## config.mk

```make
export PLATFORM = sky130hd
export DESIGN_NAME = shade_cfg_regs
export DESIGN_NICKNAME = d
export VERILOG_FILES = /design/src/hdl/shade_pkg.sv /design/src/hdl/shade_cfg_regs.sv
export SDC_FILE = /design/constraint.sdc
export NUM_CORES = 1
export LEC_CHECK = 0
export BUFFER_PORTS_ARGS = -buffer_cell sky130_fd_sc_hd__buf_2
export CAP_MARGIN = 20
export CELL_PAD_IN_SITES_DETAIL_PLACEMENT = 0
export CELL_PAD_IN_SITES_GLOBAL_PLACEMENT = 1
export CORE_MARGIN = 2
export CORE_UTILIZATION = 20
export DETAILED_ROUTE_END_ITERATION = 10
export GPL_ROUTABILITY_DRIVEN = 1
export PLACE_DENSITY_LB_ADDON = 0.12
export SLEW_MARGIN = 20
export SYNTH_ARGS = -nofsm -noshare
export SYNTH_HDL_FRONTEND = slang
export SYNTH_SLANG_ARGS = --single-unit
```

## constraint.sdc

```tcl
create_clock -name clk_in -period 0.9 [get_ports clk_in]
set_input_delay 0.09 -clock clk_in [delete_from_list [all_inputs] [get_ports clk_in]]
set_output_delay 0.09 -clock clk_in [all_outputs]
set_load 0.05 [all_outputs]
```

## src/hdl/shade_pkg.sv

```systemverilog
// normals are signed q2.14 and expected near unit length; intensity is never above 1.0; cfg_sel 3 is ignored
`default_nettype none

package shade_pkg;

  // normal component format, signed q2.14
  localparam int NORMAL_W    = 16;
  localparam int NORMAL_FRAC = 14;  // also the fraction of the intensity

  // 1.0 in q2.14, upper bound of the light intensity
  localparam logic [NORMAL_W-1:0] INTENSITY_ONE = 16'd16384;

  // x sits in the top bits, z in the bottom
  typedef struct packed {
    logic signed [NORMAL_W-1:0] x;
    logic signed [NORMAL_W-1:0] y;
    logic signed [NORMAL_W-1:0] z;
  } normal_t;  // 48 bits

  typedef struct packed {
    logic [4:0] r;  // red in [15:11]
    logic [5:0] g;  // green in [10:5]
    logic [4:0] b;  // blue in [4:0]
  } rgb565_t;

  // target of a config write
  localparam logic [1:0] CFG_SEL_TRI  = 2'd0;  // triangle table, color index + normal
  localparam logic [1:0] CFG_SEL_PAL  = 2'd1;  // palette, rgb565 in low bits
  localparam logic [1:0] CFG_SEL_CTRL = 2'd2;  // ambient and cull enable

  // control word layout, ambient in [15:0]
  localparam int CTRL_CULL_BIT = 16;

endpackage

`default_nettype wire

```

## src/hdl/shade_cfg_regs.sv

```systemverilog
// assumes NUM_TRI >= NUM_COLORS for the shared address; ambient writes above 1.0 are illegal
`default_nettype none

module shade_cfg_regs #(
  parameter int  NUM_TRI    = 2048,
  parameter int  NUM_COLORS = 256,
  localparam int TRI_AW     = $clog2(NUM_TRI),
  localparam int CIDX_W     = $clog2(NUM_COLORS),
  localparam int CFG_AW     = (TRI_AW > CIDX_W) ? TRI_AW : CIDX_W,
  localparam int CFG_DW     = 3 * shade_pkg::NORMAL_W + CIDX_W
) (
  input  logic                clk_in,
  input  logic                rst_in,
  input  logic                cfg_we,
  input  logic [1:0]          cfg_sel,
  input  logic [CFG_AW-1:0]   cfg_addr,
  input  logic [CFG_DW-1:0]   cfg_wdata,
  output logic                tri_we,
  output logic                pal_we,
  output logic [CFG_AW-1:0]   tbl_addr,
  output logic [CFG_DW-1:0]   tri_wdata,
  output shade_pkg::rgb565_t  pal_wdata,
  output logic [15:0]         ambient,
  output logic                cull_en
);

  logic ctrl_we;  // write to the control word

  // steer the strobe by target, tables write on this same edge
  assign tri_we  = cfg_we && (cfg_sel == shade_pkg::CFG_SEL_TRI);
  assign pal_we  = cfg_we && (cfg_sel == shade_pkg::CFG_SEL_PAL);
  assign ctrl_we = cfg_we && (cfg_sel == shade_pkg::CFG_SEL_CTRL);

  // both tables share address and data lines
  assign tbl_addr  = cfg_addr;
  assign tri_wdata = cfg_wdata;        // {color index, normal}
  assign pal_wdata = cfg_wdata[15:0];  // rgb565 in the low half

  // control word, used from the next cycle
  always_ff @(posedge clk_in) begin
    if (rst_in) begin
      ambient <= '0;    // no ambient light
      cull_en <= 1'b1;  // back faces dropped by default
    end else if (ctrl_we) begin
      ambient <= cfg_wdata[15:0];
      cull_en <= cfg_wdata[shade_pkg::CTRL_CULL_BIT];
    end
  end

  // light_dot floors at ambient before it clamps, keep ambient in range
  a_ambient_legal : assert property (
    @(posedge clk_in) disable iff (rst_in)
    ctrl_we |-> (cfg_wdata[15:0] <= shade_pkg::INTENSITY_ONE)
  ) else $error("shade_cfg_regs: ambient %0d above 1.0", cfg_wdata[15:0]);

endmodule

`default_nettype wire

```

==> flow_summary_export.csv, run 1 <==
group,metric,value,unit
outcome,run_status,"finished, final reports clean",
timing,max_freq,1160,MHz
layout,synthesis_to_layout_area_growth,0.976,%
place,placement.cell_area,0.00126,mm^2
critical_path,arrival,0.77,ns
synthesis,yosysTopAreaCell,"sky130_fd_sc_hd__buf_4",
synthesis,edff_count_synth,0,
power_and_ir_drop,logic_gate_share_of_total_power,34.0,%
grt,first_global_vias,801,
grt,grt.overflow.total,0,
cts,cts_sinks,17,
cts,post_cts_buffers,0,
floorplanning,num_io_pins,174,
place,dp_hpwl,2110,um
layout,post_layout_nonfiller_instances,246,
layout,layout.nets,223,
floorplanning,floorplan.initialDensity,20.8,%
route,routed-via-count,840,
floorplanning,floorplan.core_area,0.00679,mm^2
route,route.antenna.remaining_nets,0,
power_and_ir_drop,clock_power_share,27.4,%
critical_path,worst_r2r_startpoint,"cull_en$_SDFFE_PP1P_",
worst_hold_path,worstHoldStart,"cfg_wdata[13]",
timing,final_min_period_over_clock_period,95.6,%
timing,slew_headroom,70.5,%
critical_path,worst_path_dominant_cell_family,"flip-flops",
grt,antenna_violations_before_repair,0,
route,route.detailed.wl_per_inst,11.1,um
critical_path,crit_start,"ambient[9]$_SDFFE_PP0P_",
route,detail_route.first_pass.iterations,4,
grt,global_route_wire_length_before_repair,4100,um
timing,fin_crit,0.861,ns
layout,antennaDiodeCount,0,
floorplanning,die-height,88.0,um
cts,number_of_clock_buffers_inserted_by_tritoncts,3,
critical_path,worst-path-buf-inv,1,
grt,maximum_number_of_pins_on_one_net_before_global_route_repair,35,
grt,groute.usage.overall,6.80,%
critical_path,setup.worst_path.class,"flop to output port",
synthesis,synth_warnings,0,
cts,path_clk_slew,0.07,ns
cts,clk_latency,0.25,ns
cts,root_buffer_cell,"sky130_fd_sc_hd__clkbuf_8",
layout,layout.core_utilization,21.0,%
critical_path,worstSetupStartpointType,"flop",
power_and_ir_drop,total_net_switching_power,777,uW
critical_path,worst_path_max_delay_cell,"sky130_fd_sc_hd__dfxtp_1",
power_and_ir_drop,totalPowerFinal,2.07,mW
layout,fill_cell_count,738,
timing,hold_violations,0,
cts,cts_tree,"yes",
critical_path,timing.critical_path.required,0.81,ns
worst_hold_path,worstHoldPathType,"primary input to flop",
place,pre_cts_slack,-0.0209,ns
synthesis,synthFlopType,"sky130_fd_sc_hd__dfxtp_1",
cts,clk_path_buf_depth,2,
route,via_per_inst,3.41,
timing,report.final.slew_viol_count,0,
floorplanning,floorplan.rows,30,
place,gpl.final_weighted_congestion,0.636,
synthesis,netlist.area_leader.share,44.2,%
power_and_ir_drop,p_int,1.30,mW
cts,cts.htree.levels,1,
route,route.detailed.drc,0,
synthesis,synth_cells,159,
power_and_ir_drop,proportion_of_power_drawn_by_flip_flops_and_latches,38.7,%
layout,drive_above_1_share,58.7,%
synthesis,synth_most_common_cell,"sky130_fd_sc_hd__buf_4",
route,route.final.wire_length,2730,um
power_and_ir_drop,vdd_drop_max,448,uV
synthesis,synthesis.area,0.00141,mm^2
synthesis,post_synth.cell_area_avg,8.87,um^2
timing,finalWorstSetupSlack,0.0393,ns
synthesis,synthesis.nets,231,
timing,timing.final.setup_violations,0,
place,port_buffers,73,
synthesis,synth_top_cells_by_area,"sky130_fd_sc_hd__buf_4 44%, sky130_fd_sc_hd__dfxtp_1 24%, sky130_fd_sc_hd__nand2b_1 14%, sky130_fd_sc_hd__mux2i_1 12%, sky130_fd_sc_hd__buf_12 1.4%",
synthesis,share_of_synthesized_area_occupied_by_flip_flops_and_latches,24.1,%
critical_path,cpPeakStageDelay,0.35,ns
timing,fin_hold_ws,0.109,ns
floorplanning,dieWidth,88.0,um
synthesis,synth.distinct_cells,11,
flow_run,maxCapViolations,0,
place,numPlacedInstances,242,
power_and_ir_drop,cellPowerDensity,1460,mW/mm^2
power_and_ir_drop,netSwitchingFraction,37.5,%
synthesis,ys_async_sr_fraction,0,%
critical_path,crit_chain,"buf_6",
critical_path,worst_setup_path_end_kind,"output port",
timing,worst_pin_slew,0.443,ns
timing,rsz0062_at_grt,"no",
timing,timing.clock.skew,0,ns
route,drt_first_iter_violations,12,
power_and_ir_drop,leakage,0.632,nW
layout,design_area,0.00142,mm^2
critical_path,timing.critical_path.fanout_max,2,
timing,fin_tns_setup,0,ns
synthesis,netlist_top_cells_count,"83 x sky130_fd_sc_hd__buf_4, 32 x sky130_fd_sc_hd__nand2b_1, 17 x sky130_fd_sc_hd__dfxtp_1, 17 x sky130_fd_sc_hd__mux2i_1, 3 x sky130_fd_sc_hd__clkbuf_1",
synthesis,synth.ff_latch_count,17,
floorplanning,die-area,0.00774,mm^2
==> registers in the layout, summed over array words and instances (netlist names) <==
signal and cells:
ambient 16, cull_en 1
==> what timing repair did <==
item | CTS | global route
gates resized for setup | 22 | 20
hold buffers | 0 | 0
setup endpoints to repair | 17 | 17
==> path summary, 6_finish.rpt <==
kind | slack, ns | endpoint | depth (start not counted)
max | 0.04 | ambient[9] | 1
min reg2reg | 0.48 | ambient[1]$_SDFFE_PP0P_ | 2
min | 0.11 | ambient[13]$_SDFFE_PP0P_ | 3
max reg2reg | 0.29 | cull_en$_SDFFE_PP1P_ | 2
==> power groups by stage <==
stage	clock, mW	combinational, mW	sequential (mW)
after floorplan	0	1.11	0.901
after global placement	0	0.679	0.811
after detailed placement	0	0.683	0.810
after CTS	0.613	0.703	0.796
after global routing	0.634	0.744	0.804
final	0.567	0.705	0.801
==> cell type report <==
type	instances	area, um^2	area share [%]
flip-flops and latches	17	350	24.6
repair buffers	75	499	35.1
well taps	96	120	8.44
clock buffers	4	45.0	3.16
multi-input cells	54	409	28.7
==> cells in the final DEF, fill, tap and decap left out <==
master,synthesis,routed
sky130_fd_sc_hd__buf_4,83,1
sky130_fd_sc_hd__dfxtp_1,17,9
sky130_fd_sc_hd__dfxtp_2,0,8
sky130_fd_sc_hd__buf_2,0,56
sky130_fd_sc_hd__nand2b_1,32,32
sky130_fd_sc_hd__nor2_1,2,2
sky130_fd_sc_hd__and3b_1,1,1
sky130_fd_sc_hd__nor3b_2,0,1
sky130_fd_sc_hd__buf_6,1,17
sky130_fd_sc_hd__and3b_2,1,1
sky130_fd_sc_hd__clkbuf_1,3,1
sky130_fd_sc_hd__clkbuf_8,0,3
sky130_fd_sc_hd__mux2i_1,17,17
sky130_fd_sc_hd__buf_12,1,1
==> routing by layer <==
| layer | vias to the layer above | part of all wire [%] | track usage, % |
|---|---|---|---|
| li1 | 394 | - | - |
| met1 | 356 | 42 | 7.47 |
| met2 | 80 | 41 | 10.3 |
| met3 | 10 | 15 | 5.28 |
| met4 | 0 | 1.3 | 1.68 |
| met5 | - | 0 | 0 |
==> tightest hold or removal path: cells and delay by family <==
kind / cells / cell delay (ns)
buffers and inverters: 1 / 0.11
muxes: 1 / 0.06
and+or+nand+nor: 1 / 0.06
==> cells by family after synthesis <==
group / after synthesis / synth area share (%)
multiplexers: 17 / 12.1
AND/OR/NAND/NOR: 37 / 16.6
buffers and inverters: 88 / 47.2
flip-flops: 17 / 24.1
Note: power is estimated with default switching activity, not from simulation.
==> run 2, diff against run 1 <==
- CORE_UTILIZATION: 20 -> 22
- clock period: 0.9 -> 1.05 ns (I/O delays scaled with it)
==> flow_summary_export.csv, run 2 (synthesis results as in run 1) <==
group,metric,value,unit
route,route.antenna.remaining_nets,0,
layout,largest_registers,"ambient (16), cull_en (1)",
worst_hold_path,worstHoldPathType,"primary input to flop",
route,drt_first_iter_violations,11,
cts,post_cts_buffers,0,
cts,post_cts_resize_count,0,
layout,post_layout_nonfiller_instances,226,
layout,layout.cells.most_common_list,"73 x sky130_fd_sc_hd__buf_2, 32 x sky130_fd_sc_hd__nand2b_1, 17 x sky130_fd_sc_hd__mux2i_1, 17 x sky130_fd_sc_hd__dfxtp_1, 3 x sky130_fd_sc_hd__clkbuf_8",
layout,synthesis_to_layout_area_growth,-9.41,%
floorplanning,floorplan.rows,29,
place,dp_hpwl,2130,um
cts,clk_path_buf_depth,2,
route,route.detailed.wl_per_inst,11.8,um
timing,report.final.slew_viol_count,0,
power_and_ir_drop,vdd_drop_max,319,uV
timing,rsz0062_at_grt,"no",
grt,antenna_violations_before_repair,0,
timing,final_min_period_over_clock_period,92.6,%
timing,slew_headroom,72.0,%
floorplanning,num_io_pins,174,
critical_path,arrival,0.87,ns
flow_run,maxCapViolations,0,
critical_path,crit_chain,"buf_2",
cts,cts_sinks,17,
power_and_ir_drop,leakage,0.612,nW
timing,fin_tns_setup,0,ns
layout,antennaDiodeCount,0,
critical_path,timing.critical_path.fanout_max,2,
route,via_per_inst,3.77,
timing,max_freq,1030,MHz
power_and_ir_drop,clock_power_share,28.2,%
timing,fin_crit,0.972,ns
grt,groute.usage.overall,7.01,%
timing,finalWorstSetupSlack,0.0778,ns
power_and_ir_drop,p_int,1.07,mW
power_and_ir_drop,total_net_switching_power,666,uW
cts,cts.htree.levels,1,
timing,timing.final.setup_violations,0,
grt,maximum_number_of_pins_on_one_net_before_global_route_repair,35,
critical_path,cpPeakStageDelay,0.35,ns
worst_hold_path,worstHoldStart,"cfg_wdata[11]",
place,gpl.final_weighted_congestion,0.651,
grt,grt.overflow.total,0,
route,route.detailed.drc,0,
cts,cts_tree,"yes",
layout,layout_commonest_cell,"sky130_fd_sc_hd__buf_2",
layout,registers.top_by_ff_count,"ambient",
cts,number_of_clock_buffers_inserted_by_tritoncts,3,
layout,drive_above_1_share,53.7,%
power_and_ir_drop,netSwitchingFraction,38.3,%
critical_path,timing.critical_path.required,0.94,ns
timing,hold_violations,0,
critical_path,worst_r2r_startpoint,"cull_en$_SDFFE_PP1P_",
place,numPlacedInstances,222,
critical_path,worstSetupStartpointType,"flop",
place,pre_cts_slack,0.105,ns
power_and_ir_drop,cellPowerDensity,1360,mW/mm^2
route,route.final.wire_length,2670,um
critical_path,setup.worst_path.class,"flop to output port",
floorplanning,dieWidth,84.1,um
critical_path,worst_path_max_delay_cell,"sky130_fd_sc_hd__dfxtp_1",
floorplanning,die-height,84.1,um
cts,root_buffer_cell,"sky130_fd_sc_hd__clkbuf_8",
floorplanning,floorplan.core_area,0.00628,mm^2
critical_path,worst-path-buf-inv,1,
layout,layout.nets,222,
cts,clk_latency,0.25,ns
cts,hold_buffers,0,
power_and_ir_drop,proportion_of_power_drawn_by_flip_flops_and_latches,39.0,%
place,port_buffers,73,
timing,timing.clock.skew,0,ns
critical_path,worst_path_dominant_cell_family,"flip-flops",
route,detail_route.first_pass.iterations,4,
grt,first_global_vias,832,
grt,global_route_wire_length_before_repair,3940,um
floorplanning,floorplan.initialDensity,22.5,%
critical_path,worst_setup_path_end_kind,"output port",
cts,path_clk_slew,0.07,ns
layout,largest_register_ff_count,16,
outcome,run_status,"finished, final reports clean",
floorplanning,die-area,0.00707,mm^2
critical_path,crit_start,"ambient[0]$_SDFFE_PP0P_",
timing,worst_pin_slew,0.421,ns
route,routed-via-count,851,
power_and_ir_drop,logic_gate_share_of_total_power,32.8,%
==> run 2: changes by cell type in the layout (fill, tap and decap cells not counted) <==
cell,before,now
sky130_fd_sc_hd__buf_6,17,0
sky130_fd_sc_hd__dfxtp_1,9,17
sky130_fd_sc_hd__buf_2,56,73
sky130_fd_sc_hd__dfxtp_2,8,0
sky130_fd_sc_hd__clkbuf_1,1,0
sky130_fd_sc_hd__clkinv_2,0,1
sky130_fd_sc_hd__buf_4,1,0
==> run 2: per-stage QoR <==
step | util [%] | instance area, um^2 | power [mW] | hold slack (ns)
detailed placement | 19.6 | 1230 | 1.27 | 0.210
floorplan | - | 1420 | 1.73 | 0.260
finish | 20.4 | 1280 | 1.74 | 0.125
global route | 20.4 | 1280 | 1.83 | 0.120
global placement | 19.6 | 1230 | 1.27 | 0.210
CTS | 20.4 | 1280 | 1.78 | 0.123
==> run 2: power by group through the flow <==
stage	Clock [mW]	Sequential (mW)	Combinational, mW
global placement	0	0.695	0.577
floorplan	0	0.772	0.953
global route	0.551	0.682	0.597
finish	0.491	0.679	0.570
detailed placement	0	0.694	0.579
CTS	0.523	0.680	0.579
==> run 2: final timing paths <==
check	endpoint	slack [ns]	cells after the start
hold / removal	ambient[11]$_SDFFE_PP0P_	0.13	3
hold reg to reg	ambient[6]$_SDFFE_PP0P_	0.47	2
setup reg to reg	cull_en$_SDFFE_PP1P_	0.47	2
setup / recovery	ambient[0]	0.08	1
==> run 2: layout make-up <==
| cell class | count | area, um^2 |
|---|---|---|
| fill | 706 | 5000 |
| multi-input combinational | 54 | 409 |
| timing repair buffer | 74 | 385 |
| sequential | 17 | 340 |
| tap | 77 | 96.3 |
| clock buffer | 3 | 41.3 |
| clock inverter | 1 | 5.00 |
==> run 2: routing by layer <==
| layer | up-vias | share of wire [%] | wire length [um] | GRT usage, % |
|---|---|---|---|---|
| met4 | 0 | 6.1 | 163 | 7.77 |
| met2 | 57 | 51 | 1360 | 12.1 |
| met1 | 377 | 32 | 849 | 5.75 |
| li1 | 391 | - | - | - |
| met3 | 26 | 11 | 302 | 2.47 |
| met5 | - | 0 | 0 | 0 |
